<file path="src/pa_settings.svh">
//~~~~~~~~~~~~~~~~~~~~~~~~~~~~~~~~~~~~~~~~~~~~~~~~~~~~~~~~~~
// widths of the P-A unit, included by the packages and RTL
//~~~~~~~~~~~~~~~~~~~~~~~~~~~~~~~~~~~~~~~~~~~~~~~~~~~~~~~~~~
`ifndef PA_SETTINGS_SVH
`define PA_SETTINGS_SVH

`define PA_WIDTH     16
`define PA_SLICE     4
`define PA_KEY_WIDTH 16

`endif

</file>
<file path="src/pa_data_pkg.sv">
//~~~~~~~~~~~~~~~~~~~~~~~~~~~~~~~~~~~~~~~~~~~~~~~~~~~~~~~~~~
// data-side types, the machine word and ALU function/flags
//~~~~~~~~~~~~~~~~~~~~~~~~~~~~~~~~~~~~~~~~~~~~~~~~~~~~~~~~~~
`include "pa_settings.svh"

package pa_data_pkg;

	// bit 0 is the MSB, as on the schematics
	typedef logic [0:`PA_WIDTH-1] pa_word_t;

	// 74181 function code
	typedef struct packed {
		logic [3:0] s;
		logic       m;    // high selects logic mode
	} pa_alu_fn_t;

	typedef struct packed {
		logic s0;         // result MSB
		logic carry;      // true carry out of bit 0
		logic eq;
		logic exx;        // shift-in bit picked by ir[6]
		logic zero;
	} pa_alu_flags_t;

endpackage

</file>
<file path="src/pa_ctrl_pkg.sv">
//~~~~~~~~~~~~~~~~~~~~~~~~~~~~~~~~~~~~~~~~~~~~~~~~~~~~~~~~~~
// control-side types: micro-orders, strobes, bus selects
//~~~~~~~~~~~~~~~~~~~~~~~~~~~~~~~~~~~~~~~~~~~~~~~~~~~~~~~~~~
package pa_ctrl_pkg;

	typedef enum logic [2:0] {
		WSEL_IR  = 3'd0,
		WSEL_KL  = 3'd1,
		WSEL_RDT = 3'd2,
		WSEL_ACH = 3'd3,  // high byte zero, ac high byte into low byte
		WSEL_KI  = 3'd4,
		WSEL_AT  = 3'd5,
		WSEL_AC  = 3'd6,
		WSEL_A   = 3'd7
	} pa_wsel_t;

	typedef enum logic [1:0] {
		ASEL_L   = 2'd0,
		ASEL_AR  = 2'd1,
		ASEL_IC  = 2'd2,
		ASEL_LIR = 2'd3   // l low byte on top, ir low byte below
	} pa_asel_t;

	typedef struct packed {
		logic strob1;
		logic strob2;
		logic as2;
	} pa_strobe_t;

	typedef struct packed {
		pa_wsel_t wsel;
		logic     w_hi_clr;
		logic     w_lo_clr;
		pa_asel_t asel;
		logic     a_hi_clr;
		logic     a_mid_clr;
		logic     a_lo_clr;
		logic     w_dt;
	} pa_bus_ctrl_t;

	typedef struct packed {
		logic w_ac;
		logic w_ar;
		logic w_ic;
		logic arp1;
		logic arm4;
		logic icp1;
		logic ic_clr;
		logic at_load;
		logic at_shift;
		logic eat0;
		logic axy;
		logic am1;
		logic apb;
		logic amb;
		logic ap1;
		logic ar_ad;
		logic ic_ad;
		logic barnb;
	} pa_reg_ctrl_t;

	// register write phase: stroba or strobb
	function automatic logic write_phase(input pa_strobe_t st);
		return (st.strob1 & ~st.as2) | (st.strob2 & st.as2);
	endfunction

endpackage

</file>
<file path="src/alu181.sv">
//~~~~~~~~~~~~~~~~~~~~~~~~~~~~~~~~~~~~~~~~~~~~~~~~~~~~~~~~~~
// one 74181 ALU slice, active-high data and true carry
//~~~~~~~~~~~~~~~~~~~~~~~~~~~~~~~~~~~~~~~~~~~~~~~~~~~~~~~~~~
`timescale 1ns/1ps
`include "pa_settings.svh"

module alu181 (
	input  logic [`PA_SLICE-1:0] a,
	input  logic [`PA_SLICE-1:0] b,
	input  logic [3:0]           s,
	input  logic                 m,
	input  logic                 cn,
	output logic [`PA_SLICE-1:0] f,
	output logic                 eq,
	output logic                 p,
	output logic                 g,
	output logic                 cn4
);

	// arithmetic is x + y + cn, and y never has a bit that x lacks
	logic [`PA_SLICE-1:0] x;
	logic [`PA_SLICE-1:0] y;
	logic [`PA_SLICE:0]   c;

	assign x = a | (b & {`PA_SLICE{s[0]}}) | (~b & {`PA_SLICE{s[1]}});
	assign y = (a & ~b & {`PA_SLICE{s[2]}}) | (a & b & {`PA_SLICE{s[3]}});

	// ripple inside the slice
	always_comb begin
		c[0] = cn;
		for (int i = 0; i < `PA_SLICE; i++) begin
			c[i + 1] = y[i] | (x[i] & c[i]);
		end
	end

	// group generate, independent of cn
	always_comb begin
		g = 1'b0;
		for (int i = 0; i < `PA_SLICE; i++) begin
			g = y[i] | (x[i] & g);
		end
	end

	assign p   = &x;
	assign cn4 = c[`PA_SLICE];

	// logic mode drops the carries
	assign f  = m ? ~(x ^ y) : (x ^ y ^ c[`PA_SLICE-1:0]);
	assign eq = &f;

endmodule

</file>
<file path="src/pa_alu.sv">
//~~~~~~~~~~~~~~~~~~~~~~~~~~~~~~~~~~~~~~~~~~~~~~~~~~~~~~~~~~
// 16-bit ALU, four 181 slices with 182-style look-ahead
//~~~~~~~~~~~~~~~~~~~~~~~~~~~~~~~~~~~~~~~~~~~~~~~~~~~~~~~~~~
`timescale 1ns/1ps
`include "pa_settings.svh"

module pa_alu import pa_data_pkg::*; (
	input  pa_word_t      a,
	input  pa_word_t      b,
	input  pa_alu_fn_t    fn,
	input  logic          cin,
	input  logic          ir6,
	output pa_word_t      f,
	output pa_alu_flags_t flags
);

	localparam int NSLICE = `PA_WIDTH / `PA_SLICE;

	// slice 0 holds the most significant bits
	logic [0:NSLICE-1] g;
	logic [0:NSLICE-1] p;
	logic [0:NSLICE-1] eq;
	logic [0:NSLICE-1] c;

	for (genvar i = 0; i < NSLICE; i++) begin : g_slice
		alu181 u_slice (
			.a   (a[i*`PA_SLICE +: `PA_SLICE]),
			.b   (b[i*`PA_SLICE +: `PA_SLICE]),
			.s   (fn.s),
			.m   (fn.m),
			.cn  (c[i]),
			.f   (f[i*`PA_SLICE +: `PA_SLICE]),
			.eq  (eq[i]),
			.p   (p[i]),
			.g   (g[i]),
			.cn4 ()
		);
	end

	// look-ahead carries into the upper slices
	assign c[3] = cin;
	assign c[2] = g[3] | (p[3] & cin);
	assign c[1] = g[2] | (p[2] & g[3]) | (p[2] & p[3] & cin);
	assign c[0] = g[1] | (p[1] & g[2]) | (p[1] & p[2] & g[3]) | (p[1] & p[2] & p[3] & cin);

	assign flags.carry = g[0] | (p[0] & c[0]);
	assign flags.s0    = f[0];
	assign flags.eq    = &eq;
	assign flags.zero  = ~|f;
	assign flags.exx   = ir6 ? a[15] : a[0];

endmodule

</file>
<file path="src/pa_at_reg.sv">
//~~~~~~~~~~~~~~~~~~~~~~~~~~~~~~~~~~~~~~~~~~~~~~~~~~~~~~~~~~
// AT register, loads the ALU result or shifts right
//~~~~~~~~~~~~~~~~~~~~~~~~~~~~~~~~~~~~~~~~~~~~~~~~~~~~~~~~~~
`timescale 1ns/1ps

module pa_at_reg
	import pa_data_pkg::*;
	import pa_ctrl_pkg::*;
(
	input  logic         __clk,
	input  logic         rst_n,
	input  pa_strobe_t   strobe,
	input  pa_reg_ctrl_t ctrl,
	input  pa_word_t     f,
	input  logic         a0,
	output pa_word_t     at,
	output logic         at15,
	output logic         exy
);

	logic at_en;

	// strob1 in the as2 phase
	assign at_en = strobe.strob1 & strobe.as2;

	always_ff @(posedge __clk or negedge rst_n) begin
		if (!rst_n) begin
			at <= '0;
		end else if (at_en) begin
			if (ctrl.at_load) begin
				at <= f;
			end else if (ctrl.at_shift) begin
				// toward bit 15, eat0 fills the MSB
				at <= {ctrl.eat0, at[0:14]};
			end
		end
	end

	assign at15 = at[15];
	assign exy  = ctrl.axy ? at[15] : a0;

endmodule

</file>
<file path="src/pa_ac_flags.sv">
//~~~~~~~~~~~~~~~~~~~~~~~~~~~~~~~~~~~~~~~~~~~~~~~~~~~~~~~~~~
// AC accumulator, sign extension bit, zero detect, WZI
//~~~~~~~~~~~~~~~~~~~~~~~~~~~~~~~~~~~~~~~~~~~~~~~~~~~~~~~~~~
`timescale 1ns/1ps

module pa_ac_flags
	import pa_data_pkg::*;
	import pa_ctrl_pkg::*;
(
	input  logic         __clk,
	input  logic         rst_n,
	input  pa_strobe_t   strobe,
	input  pa_reg_ctrl_t ctrl,
	input  pa_word_t     w,
	input  logic         a0,
	input  logic         f_zero,
	input  logic         carry,
	output pa_word_t     ac,
	output logic         s_1,
	output logic         zs,
	output logic         wzi
);

	logic ac_we;
	logic wzi_en;
	logic ext;

	assign ac_we  = ctrl.w_ac & write_phase(strobe);
	assign wzi_en = strobe.strob1 & strobe.as2;

	always_ff @(posedge __clk or negedge rst_n) begin
		if (!rst_n) begin
			ac <= '0;
		end else if (ac_we) begin
			ac <= w;
		end
	end

	// extension bit above the MSB, per operation
	assign ext = (~a0 & ctrl.am1) | ((ac[0] ^ a0) & ctrl.apb)
		| (~(ac[0] ^ a0) & ctrl.amb) | (a0 & ctrl.ap1);
	assign s_1 = ext ^ carry;

	// 17-bit result is zero
	assign zs = ~s_1 & f_zero;

	always_ff @(posedge __clk or negedge rst_n) begin
		if (!rst_n) begin
			wzi <= 1'b0;
		end else if (wzi_en) begin
			wzi <= zs;
		end
	end

endmodule

</file>
<file path="src/pa_addr_regs.sv">
//~~~~~~~~~~~~~~~~~~~~~~~~~~~~~~~~~~~~~~~~~~~~~~~~~~~~~~~~~~
// AR and IC counters, the address bus and key compare
//~~~~~~~~~~~~~~~~~~~~~~~~~~~~~~~~~~~~~~~~~~~~~~~~~~~~~~~~~~
`timescale 1ns/1ps
`include "pa_settings.svh"

module pa_addr_regs
	import pa_data_pkg::*;
	import pa_ctrl_pkg::*;
(
	input  logic         __clk,
	input  logic         rst_n,
	input  pa_strobe_t   strobe,
	input  pa_reg_ctrl_t ctrl,
	input  pa_word_t     w,
	input  pa_word_t     kl,
	output pa_word_t     ar,
	output pa_word_t     ic,
	output pa_word_t     dad,
	output logic         arz,
	output logic         zga
);

	logic                      ar_we;
	logic                      ic_we;
	pa_word_t                  addr;
	logic [0:`PA_KEY_WIDTH-1]  key;

	assign ar_we = ctrl.w_ar & write_phase(strobe);
	assign ic_we = ctrl.w_ic & write_phase(strobe);

	// load beats counting
	always_ff @(posedge __clk or negedge rst_n) begin
		if (!rst_n) begin
			ar <= '0;
		end else if (ar_we) begin
			ar <= w;
		end else if (strobe.strob1 & ctrl.arp1) begin
			ar <= ar + pa_word_t'(1);
		end else if (strobe.strob1 & ctrl.arm4) begin
			ar <= ar - pa_word_t'(4);
		end
	end

	always_ff @(posedge __clk or negedge rst_n) begin
		if (!rst_n) begin
			ic <= '0;
		end else if (ctrl.ic_clr) begin
			ic <= '0;
		end else if (ic_we) begin
			ic <= w;
		end else if (strobe.strob1 & ctrl.icp1) begin
			ic <= ic + pa_word_t'(1);
		end
	end

	// address bus, driven active low
	assign addr = (ar & {`PA_WIDTH{ctrl.ar_ad}}) | (ic & {`PA_WIDTH{ctrl.ic_ad}});
	assign dad  = ~addr;

	// barnb takes the place of the top address bit
	assign key = {ctrl.barnb, addr[1:`PA_KEY_WIDTH-1]};
	assign zga = (kl == key);

	assign arz = |ar[0:7];

endmodule

</file>
<file path="src/pa_bus.sv">
//~~~~~~~~~~~~~~~~~~~~~~~~~~~~~~~~~~~~~~~~~~~~~~~~~~~~~~~~~~
// W and A multiplexers, with the inverted data-bus driver
//~~~~~~~~~~~~~~~~~~~~~~~~~~~~~~~~~~~~~~~~~~~~~~~~~~~~~~~~~~
`timescale 1ns/1ps

module pa_bus
	import pa_data_pkg::*;
	import pa_ctrl_pkg::*;
(
	input  pa_bus_ctrl_t ctrl,
	input  pa_word_t     ir,
	input  pa_word_t     kl,
	input  pa_word_t     ki,
	input  pa_word_t     rdt,
	input  pa_word_t     ac,
	input  pa_word_t     at,
	input  pa_word_t     ar,
	input  pa_word_t     ic,
	input  pa_word_t     l,
	output pa_word_t     w,
	output pa_word_t     a,
	output pa_word_t     ddt
);

	pa_word_t w_src;
	pa_word_t a_src;

	always_comb begin
		case (ctrl.wsel)
			WSEL_IR:  w_src = ir;
			WSEL_KL:  w_src = kl;
			WSEL_RDT: w_src = rdt;
			// byte move, ac high byte lands in the low half
			WSEL_ACH: w_src = {8'h00, ac[0:7]};
			WSEL_KI:  w_src = ki;
			WSEL_AT:  w_src = at;
			WSEL_AC:  w_src = ac;
			default:  w_src = a;
		endcase
	end

	// each half has its own clear
	assign w = {ctrl.w_hi_clr ? 8'h00 : w_src[0:7], ctrl.w_lo_clr ? 8'h00 : w_src[8:15]};

	always_comb begin
		case (ctrl.asel)
			ASEL_L:  a_src = l;
			ASEL_AR: a_src = ar;
			ASEL_IC: a_src = ic;
			default: a_src = {l[8:15], ir[8:15]};
		endcase
	end

	// clear groups follow the instruction fields
	assign a = {ctrl.a_hi_clr  ? 8'h00 : a_src[0:7],
		ctrl.a_mid_clr ? 2'b00 : a_src[8:9],
		ctrl.a_lo_clr  ? 6'h00 : a_src[10:15]};

	// data bus is active low and idles high
	assign ddt = ctrl.w_dt ? ~w : '1;

endmodule

</file>
<file path="src/pa.sv">
//~~~~~~~~~~~~~~~~~~~~~~~~~~~~~~~~~~~~~~~~~~~~~~~~~~~~~~~~~~
// P-A arithmetic and register unit, top level wiring
//~~~~~~~~~~~~~~~~~~~~~~~~~~~~~~~~~~~~~~~~~~~~~~~~~~~~~~~~~~
`timescale 1ns/1ps

module pa
	import pa_data_pkg::*;
	import pa_ctrl_pkg::*;
(
	input  logic          __clk,
	input  logic          rst_n,
	input  pa_bus_ctrl_t  bus_ctrl,
	input  pa_reg_ctrl_t  reg_ctrl,
	input  pa_strobe_t    strobe,
	input  pa_alu_fn_t    fn,
	input  logic          cin,
	input  pa_word_t      ir,
	input  pa_word_t      kl,
	input  pa_word_t      ki,
	input  pa_word_t      rdt,
	input  pa_word_t      l,
	output pa_word_t      w,
	output pa_word_t      ddt,
	output pa_word_t      dad,
	output pa_alu_flags_t flags,
	output logic          at15,
	output logic          exy,
	output logic          s_1,
	output logic          zs,
	output logic          wzi,
	output logic          arz,
	output logic          zga,
	output pa_word_t      ac,
	output pa_word_t      ar,
	output pa_word_t      ic
);

	pa_word_t a;
	pa_word_t f;
	pa_word_t at;

	pa_bus u_bus (
		.ctrl (bus_ctrl),
		.ir   (ir),
		.kl   (kl),
		.ki   (ki),
		.rdt  (rdt),
		.ac   (ac),
		.at   (at),
		.ar   (ar),
		.ic   (ic),
		.l    (l),
		.w    (w),
		.a    (a),
		.ddt  (ddt)
	);

	// A on the left operand, AC on the right
	pa_alu u_alu (
		.a     (a),
		.b     (ac),
		.fn    (fn),
		.cin   (cin),
		.ir6   (ir[6]),
		.f     (f),
		.flags (flags)
	);

	pa_at_reg u_at (
		.__clk  (__clk),
		.rst_n  (rst_n),
		.strobe (strobe),
		.ctrl   (reg_ctrl),
		.f      (f),
		.a0     (a[0]),
		.at     (at),
		.at15   (at15),
		.exy    (exy)
	);

	pa_ac_flags u_ac (
		.__clk  (__clk),
		.rst_n  (rst_n),
		.strobe (strobe),
		.ctrl   (reg_ctrl),
		.w      (w),
		.a0     (a[0]),
		.f_zero (flags.zero),
		.carry  (flags.carry),
		.ac     (ac),
		.s_1    (s_1),
		.zs     (zs),
		.wzi    (wzi)
	);

	pa_addr_regs u_addr (
		.__clk  (__clk),
		.rst_n  (rst_n),
		.strobe (strobe),
		.ctrl   (reg_ctrl),
		.w      (w),
		.kl     (kl),
		.ar     (ar),
		.ic     (ic),
		.dad    (dad),
		.arz    (arz),
		.zga    (zga)
	);

endmodule

</file>
<file path="config.mk">
export PLATFORM = sky130hd
export DESIGN_NAME = pa
export DESIGN_NICKNAME = d
export VERILOG_FILES = /design/src/pa_data_pkg.sv /design/src/pa_ctrl_pkg.sv /design/src/alu181.sv /design/src/pa_alu.sv /design/src/pa_at_reg.sv /design/src/pa_ac_flags.sv /design/src/pa_addr_regs.sv /design/src/pa_bus.sv /design/src/pa.sv
export VERILOG_INCLUDE_DIRS = /design/src
export SDC_FILE = /design/constraint.sdc
export NUM_CORES = 1
export LEC_CHECK = 0
export BUFFER_PORTS_ARGS = -buffer_cell sky130_fd_sc_hd__buf_2
export CAP_MARGIN = 25
export CORE_MARGIN = 1
export CORE_UTILIZATION = 45
export CTS_BUF_LIST = sky130_fd_sc_hd__clkbuf_4 sky130_fd_sc_hd__clkbuf_8
export DETAILED_ROUTE_END_ITERATION = 8
export HOLD_SLACK_MARGIN = 0.03
export PLACE_DENSITY = 0.81
export SYNTH_ARGS = -nofsm -noshare
export SYNTH_HDL_FRONTEND = slang
export SYNTH_SLANG_ARGS = --single-unit
export TNS_END_PERCENT = 5
</file>
<file path="constraint.sdc">
create_clock -name __clk -period 3.3 [get_ports __clk]
set_input_delay 0.165 -clock __clk [delete_from_list [all_inputs] [get_ports __clk]]
set_output_delay 0.165 -clock __clk [all_outputs]
set_load 0.02 [all_outputs]
</file>
## Yosys cells after proc, flatten, opt, wreduce, memory -nomap -nowiden

Index checks and enable logic that the tools add are counted.

- Logic and storage cells: 199
- Input bits: 120
- Output and inout bits: 108
- Register bits: 65

- Bitwise operators: 146
- $add $sub $neg: 3
- Mux-type cells: 22
- Equality and inequality tests: 9
- Reductions and logical operators: 14

Operator list:

| cell | number |
|---|---|
| 2-to-1 mux 16 bit | 9 |
| one-hot mux 16 bit (7 select lines) | 1 |
| AND 4 bit | 24 |
| AND 1 bit | 48 |
| bitwise OR 4 bit | 12 |
| one-hot mux 16 bit (3 select lines) | 1 |
| bitwise OR 1 bit | 35 |
| adder 16 x 1 -> 16 bit (second input constant) | 2 |
| AND 16 bit | 2 |
| inverter 16 bit | 2 |
| inverter 4 bit | 8 |
| XOR 4 bit | 8 |
| 2-to-1 mux 8 bit | 3 |
| equality test 16 bit | 1 |
| 2-to-1 mux 4 bit | 4 |
| bitwise OR 16 bit | 1 |
| AND reduction 16 bit | 1 |
| AND reduction 4 bit | 4 |
| OR reduction 16 bit | 1 |
| subtractor 16 x 3 -> 16 bit (second input constant) | 1 |
| equality test 3 bit (second input constant) | 3 |
| OR reduction 8 bit | 1 |
| equality test 3 x 2 -> 1 bit (second input constant) | 2 |
| 2-to-1 mux 6 bit | 1 |
| other kinds (13) | 19 |

## Longest topological paths before layout

Gate-level depths: netlist of the first run.

- Word-level depth: 27
- Mapped depth: 13
- Depth with buffers taken out: 11

## By module

Synthesis of the first run repeated with hierarchy kept, for this count alone.

- Cells, all modules: 857
- Area, all modules: 7,477.2 um^2

By module, submodules not included:

| module | area each (um^2) | sequential area each (um^2) | times used | cells each |
|---|---|---|---|---|
| pa_addr_regs | 2,446.1 | 800.8 | 1 | 282 |
| pa_bus | 1,904.3 | 0.0 | 1 | 268 |
| alu181 | 360.3 | 0.0 | 4 | 48 |
| pa_at_reg | 874.6 | 400.4 | 1 | 55 |
| pa_ac_flags | 710.7 | 425.4 | 1 | 47 |
| pa_alu | 100.1 | 0.0 | 1 | 13 |

## Worst setup path after synthesis of the first run

OpenSTA, ideal clock, no wires.

- Path type: register -> output
- Start: register u_addr.ar[7]
- End: output zs
- Stages on the path, launching flop included: 11
- Required time: 3.135 ns
- Setup slack: -0.269 ns
- Data arrival time: 3.404 ns
- Path buffers: 0
- Cells stage by stage: dfrtp_1 mux4_2 a221oi_2 nand3b_1 o221ai_2 inv_2 a21oi_2 o31a_1 xnor2_1 or4b_4 nor3_1

RTL lines:

| element | line | source |
|---|---|---|
| start: declaration | pa_addr_regs.sv:17 | `output pa_word_t ar,` |
| start signal: assignment | pa_addr_regs.sv:37 | `ar <= w;` |
| start signal: assignment | pa_addr_regs.sv:39 | `ar <= ar + pa_word_t'(1);` |
| start signal: assignment | pa_addr_regs.sv:41 | `ar <= ar - pa_word_t'(4);` |
| end: declaration | pa.sv:29 | `output logic zs,` |

## Final worst setup path of the first run

- Start: register u_ac.ac[3]
- End: output zs

- Word-level cells in the longest chain between the ends: 19
- Elaborated cells between the ends (all ways): 60
- Those cells by class: 4 x mux; 53 x bitwise; 3 x reduce/logical

RTL lines:

| element | line | source |
|---|---|---|
| start: declaration | pa_ac_flags.sv:18 | `output pa_word_t ac,` |
| start signal: assignment | pa_ac_flags.sv:35 | `ac <= w;` |
| AND 4 bit / inverter 4 bit (equally long branches) | alu181.sv:25, alu181.sv:26 |  |
| bitwise OR 4 bit, or another cell as far along | alu181.sv:25 | `` assign x = a \| (b & {`PA_SLICE{s[0]}}) \| (~b & {`PA_SLICE{s[1]}}); `` |
| bitwise OR 4 bit / AND 4 bit (equally long branches) | alu181.sv:25, alu181.sv:26 |  |
| AND 1 bit / bitwise OR 4 bit (equally long branches) | alu181.sv:40, alu181.sv:26 |  |
| bitwise OR 1 bit | alu181.sv:40 | `g = y[i] \| (x[i] & g);` |
| AND 1 bit, on equally long branches | pa_alu.sv:43, pa_alu.sv:44 |  |
| bitwise OR 1 bit, on equally long branches (2 in a row) | pa_alu.sv:43, pa_alu.sv:44 |  |
| AND 1 bit | alu181.sv:32 | `c[i + 1] = y[i] \| (x[i] & c[i]);` |
| (+2 left out) | - |  |
| bitwise OR 1 bit | alu181.sv:32 |  |
| AND 1 bit | alu181.sv:32 |  |
| bitwise OR 1 bit | alu181.sv:32 |  |
| XOR 4 bit | alu181.sv:48 | `` assign f = m ? ~(x ^ y) : (x ^ y ^ c[`PA_SLICE-1:0]); `` |
| 2-to-1 mux 4 bit | alu181.sv:48 |  |
| OR reduction 16 bit | pa_alu.sv:49 | `assign flags.zero = ~\|f;` |
| logical NOT 1 bit | pa_alu.sv:49 |  |
| AND 1 bit (*) | pa_ac_flags.sv:45 | `assign zs = ~s_1 & f_zero;` |

Every way passes the cells marked *; elsewhere a longest branch is shown, timed or not.

==> results.yml, run 1 <==
clock_tree:
  htree_num_levels: 3
  cts_buffers: 9
  cts_tree: "built"
  clockRootBuffer: "clkbuf_8"
  cts_sinks: 65
  clk_pin_slew_ns: 0.08
  cts_max_path_buffers: 2
  worst_skew_pair.late_latency_ns: 0.38
global_route:
  grt_pass1_wl_um: 43700
  grt_max_degree: 66
  grt_overflow: 0
  grt_pass1_vias: 7797
  grt_use_total_pct: 36.2
  antenna_found_initial: 1
critical_path:
  worstPathArrival_ns: 3.67
  crit_chain: "mux2i_1 -> o221ai_1 -> a32o_1 -> or2_4 -> or3_4 -> a2111oi_4 -> nand4_1 -> nor4_2 -> or4b_4 -> nor3_4 -> buf_4"
  slowest_stage: "or4b_4"
  path_class: "flip-flop to output port"
  slowest_delay_ns: 0.55
  crit_fanout: 3
  reg2reg_slack_ns: -0.07
  end_kind: "output port"
  start_kind: "flip-flop"
  required_ns: 3.13
sta:
  period_share_pct: 116
  min_period_ns: 3.84
  rsz0062_at_grt: "true"
  fmax_ghz: 0.261
  setup_viol: 4
  slew_headroom_pct: 33.7
  hold_violations: 0
  maxSlewViolCount: 0
  finClkSkew_ns: 0.0120
  tightestPinTransition_ns: 0.988
  setup_slack_ns: -0.537
  finalSetupTns_ns: -1.33
placement:
  finalWeightedCongestion: 0.991
  dp_slack_ns: -0.226
  dp_hpwl_um: 22800
  io_buffers: 227
power:
  max-vdd-ir-drop_mv: 0.248
  power_density_nw_per_um2: 447
  p_seq_share_pct: 26.4
  switching_share_pct: 43.1
  leakage_nw: 4.32
  pwr-share-comb_pct: 52.0
  p_clk_share_pct: 21.6
  switchingPower_mw: 1.79
  p_int_mw: 2.36
final_layout:
  syn2layout_area_growth_pct: 34.7
  diodes: 0
  final_cell_mix: "buf_2, buf_4, nand2_1, nor2_1, dfrtp_1"
  drive_above_1_share_pct: 39.2
  fillCellCount: 1313
  nets: 1291
  final_common_cell: "buf_2"
job:
  cap_viol_max_count: 0
die:
  die_x_um: 126
  core_um2: 14800
  fp.dieH_um: 126
  ios: 228
  start_util_pct: 46.8
  rows: 44
  dieArea_um2: 15800
run_status:
  violations: "negative setup slack"
  status: "finished, violations left"
synthesis:
  synth_nets: 989
  yosysWarningCount: 0
  synth.cell_area_um2: 6900
  postSynthCellCount: 863
  ys.flop_type: "dfrtp_1"
  ys_ff_latch: 65
  synth_cell_type_count: 77
  syn_avg_cell_area_um2: 8.00
  synth_edf_count: 0
  synth-seq-area-share_pct: 23.6
  synth-async-reset-ratio_pct: 100
routing:
  drt-wirelength-per-cell_um: 21.2
  drc_errors: 0
  routed_via_density: 6.19
  drt-total-wl_um: 28700
  initialDrtViolationCount: 854
  routed-via-count: 8385
  antenna_left: 0
  drt-pass1-iter-count: 6
hold_path:
  hp-class: "input port to flip-flop"
[registers in the layout, summed over array words and instances (netlist names)]
register and flops:
u_addr.ic 16, u_ac.ac 16, u_at.at 16, u_addr.ar 16, u_ac.wzi 1
[logic make-up after synthesis]
logic type / share of synthesized area (%)
XOR/XNOR: 5.46
flip-flops: 23.6
multiplexers: 19.3
AND/OR/NAND/NOR: 21.2
buffers and inverters: 5.06
adder cells (fa/ha/maj): 1.09
AO/OA/AOI/OAI: 24.3
[critical path, delay by kind of cell (launching register included)]
kind            cells  cell delay (ns)
flops               1             0.40
compound gates      3             0.83
simple gates        6             1.67
buf+inv             1             0.16
mux                 1             0.24
[power by group through the flow]
| stage | sequential, mW | clock (mW) | combinational [mW] |
|---|---|---|---|
| 2_1_floorplan | 1.20 | 0 | 1.12 |
| 3_3_place_gp | 1.10 | 0 | 2.06 |
| 3_5_place_dp | 1.10 | 0 | 2.10 |
| 4_1_cts | 1.09 | 0.896 | 2.11 |
| 5_1_grt | 1.11 | 0.920 | 2.31 |
| 6_report | 1.10 | 0.896 | 2.16 |
[stage by stage]
stage / hold WS [ns] / util [%] / area, um2 / total power [mW] / std cells
floorplan: -0.131 / - / 6930 / 2.32 / 863
global placement: 0.219 / 60.8 / 8980 / 3.16 / 1335
detailed placement: 0.219 / 60.8 / 8980 / 3.20 / 1335
CTS: 0.0872 / 62.7 / 9250 / 4.09 / 1353
global route: 0.144 / 63.0 / 9300 / 4.34 / 1354
finish: 0.0903 / 63.0 / 9300 / 4.15 / 1354
[routing by layer]
layer | global-route usage [%] | wire length (um)
met4 | 16.7 | 1140
met2 | 58.0 | 13100
met1 | 47.4 | 11500
met3 | 6.80 | 3030
met5 | 0 | 13
[final cells by class]
type                       count  area [um2]  area share [%]
clock buffer                   9         124            1.33
clock inverter                 7         125            1.35
inverter                      19        71.3           0.767
multi-input combinational    716        5000            53.8
sequential                    65        1630            17.5
tap                          184         230            2.48
timing repair buffer         354        2120            22.8
[Yosys cell counts (9+ instances only)]
cell      count  area (um2)
xor2_1       27         236
nor2_1       78         293
a22oi_1      22         165
mux2_2       37         417
dfrtp_1      65        1630
and2_1       13        81.3
a211oi_1     11        82.6
mux4_2       17         383
nand4_1      11        68.8
nand2b_1      9        56.3
o21ai_0      59         295
nor3_1       23         115
xnor2_1      16         140
a21oi_1      56         280
inv_1        18        67.6
nand3_1      21         105
mux2i_1      49         490
o22ai_1      17         106
nand2_1     104         390
o211ai_1     16         120
clkbuf_1     48         180
a31oi_1      10        62.6
[path summary, 6_finish.rpt]
check,start,end,cells past startpoint
max,u_ac.ac[3]$_DFFE_PN0P_,zs,11
min,reg_ctrl[8],u_at.at[15]$_DFFE_PN0P_,3
max reg2reg,u_ac.ac[3]$_DFFE_PN0P_,u_ac.wzi$_DFFE_PN0P_,10
min reg2reg,u_ac.wzi$_DFFE_PN0P_,u_ac.wzi$_DFFE_PN0P_,2
max in group asynchronous,rst_n,u_ac.ac[11]$_DFFE_PN0P_,3
min in group asynchronous,rst_n,u_at.at[8]$_DFFE_PN0P_,3
[timing repair]
item	CTS	global route
hold endpoints to repair	66	0
pin swaps	0	1
resized for setup	1	10
hold buffers	2	0
setup buffers	0	0
setup endpoints to repair	4	5
No activity file was read; power rests on OpenSTA's default activity.
==> run 2, diff against run 1 <==
- CORE_UTILIZATION: 45 -> 40
- PLACE_DENSITY: 0.81 -> 0.74
==> run 2 against run 1 <==
The run still ends with negative setup slack left. Cell count is 2.9% higher. Count of clock-buffer cells in the layout is 1 higher. Via count down 0.55%. Flip-flop and latch count unchanged. Clock skew rose by 0.013 ns. Worst hold slack worse by 0.011 ns. Core utilization down 7.1 points. Routed wire length up 2.2%. Sequential power about the same. First-iteration DRC count fell by 27%. Critical path depth is the same.
==> results.yml, run 2 (synthesis gave the netlist of run 1 again) <==
sta:
  slew_headroom_pct: 27.7
  tightestPinTransition_ns: 1.08
  finalSetupTns_ns: -1.19
  whs_ns: 0.0794
  fmax_ghz: 0.265
  rsz0062_at_grt: "true"
  setup_viol: 3
  min_period_ns: 3.78
  period_share_pct: 114
  maxSlewViolCount: 0
  setup_slack_ns: -0.478
  hold_violations: 0
  finClkSkew_ns: 0.0247
power:
  leakage_nw: 4.31
  p_seq_share_pct: 27.3
  switching_share_pct: 44.4
  max-vdd-ir-drop_mv: 0.231
  switchingPower_mw: 1.78
  power_density_nw_per_um2: 429
  p_total_mw: 4.01
  p_clk_share_pct: 18.7
  pwr-share-comb_pct: 54.0
  p_int_mw: 2.23
clock_tree:
  cts_buffers: 9
  worst_skew_pair.late_latency_ns: 0.39
  clk_pin_slew_ns: 0.10
  cts_tree: "built"
  clockRootBuffer: "clkbuf_8"
  cts_sinks: 65
  htree_num_levels: 3
  cts_max_path_buffers: 2
final_layout:
  final_cell_mix: "buf_2, buf_4, nand2_1, nor2_1, dfrtp_1"
  nets: 1293
  fillCellCount: 1592
  syn2layout_area_growth_pct: 35.4
  final_common_cell: "buf_2"
  final_area_um2: 9340
  drive_above_1_share_pct: 39.4
  finalNonFillerCells: 1393
  utilization_pct: 55.9
run_status:
  status: "finished, violations left"
  violations: "negative setup slack"
die:
  die_x_um: 133
  start_util_pct: 41.3
  dieArea_um2: 17800
  fp.dieH_um: 133
  ios: 228
  core_um2: 16700
  rows: 47
critical_path:
  path_class: "flip-flop to output port"
  worstPathArrival_ns: 3.61
  worst_r2r_path_depth: 10
  reg2reg_slack_ns: 0.10
  end_kind: "output port"
  start_kind: "flip-flop"
  crit_fanout: 3
  required_ns: 3.13
placement:
  dp_hpwl_um: 23400
  place_inst: 1374
  dpl_cell_area_um2: 9070
  io_buffers: 227
  finalWeightedCongestion: 0.965
  dp_slack_ns: -0.210
routing:
  drt-wirelength-per-cell_um: 21.1
  initialDrtViolationCount: 622
  drt-total-wl_um: 29300
  drc_errors: 0
  drt-pass1-iter-count: 6
  antenna_left: 0
  routed-via-count: 8339
  routed_via_density: 5.99
global_route:
  grt_pass1_vias: 7782
  grt_max_degree: 37
  grt_pass1_wl_um: 44900
  antenna_found_initial: 1
  grt_overflow: 0
  grt_use_total_pct: 33.2
hold_path:
  hold_depth: 3
  hp-class: "input port to flip-flop"
job:
  cap_viol_max_count: 0
[run 2: final cells by class]
type	instances	area, um2	area share (%)
diodes	1	2.50	0.0268
clock buffers	10	138	1.47
clock inverters	6	66.3	0.710
inverters	19	71.3	0.763
multi-input cells	716	4990	53.5
flip-flops and latches	65	1630	17.4
well taps	220	275	2.95
repair buffers	356	2170	23.2
[run 2: what timing repair did]
action	CTS	global route
hold endpoints to repair	26	0
endpoints found under the setup margin	4	5
pin swaps	0	3
gates resized for setup	2	10
setup buffers	0	0
hold buffers	2	0
[run 2: routing by layer]
layer  part of all wire, %  routed length [um]  GRT usage (%)
met5                     0                   0              0
met4                   3.6                1040           14.0
met3                    11                3130           6.70
met2                    45               13300           52.7
met1                    41               11900           43.9
[run 2: critical path: stages (launching register included)]
cell and delay, ns:
dfrtp_1 0.38, mux2i_1 0.27, o221ai_2 0.16, a32o_2 0.30
or2_4 0.23, or3_4 0.35, a2111oi_4 0.35, nand4_1 0.15
nor4_2 0.19, or4b_4 0.54, nor3_4 0.18, buf_6 0.13
[run 2: worst paths after layout]
path,end,startpoint
setup / recovery,zs,u_addr.ic[3]$_DFFE_PN0P_
hold / removal,u_at.at[15]$_DFFE_PN0P_,reg_ctrl[8]
setup reg to reg,u_ac.wzi$_DFFE_PN0P_,u_addr.ic[3]$_DFFE_PN0P_
hold reg to reg,u_ac.wzi$_DFFE_PN0P_,u_ac.wzi$_DFFE_PN0P_
max in group asynchronous,u_addr.ic[14]$_DFFE_PN0P_,rst_n
min in group asynchronous,u_at.at[15]$_DFFE_PN0P_,rst_n
[run 2: power groups by stage]
stage / combinational [mW] / sequential [mW] / clock [mW]
finish: 2.16 / 1.10 / 0.751
global route: 2.33 / 1.11 / 0.793
CTS: 2.13 / 1.09 / 0.756
detailed placement: 2.11 / 1.10 / 0
global placement: 2.09 / 1.10 / 0
floorplan: 1.12 / 1.20 / 0
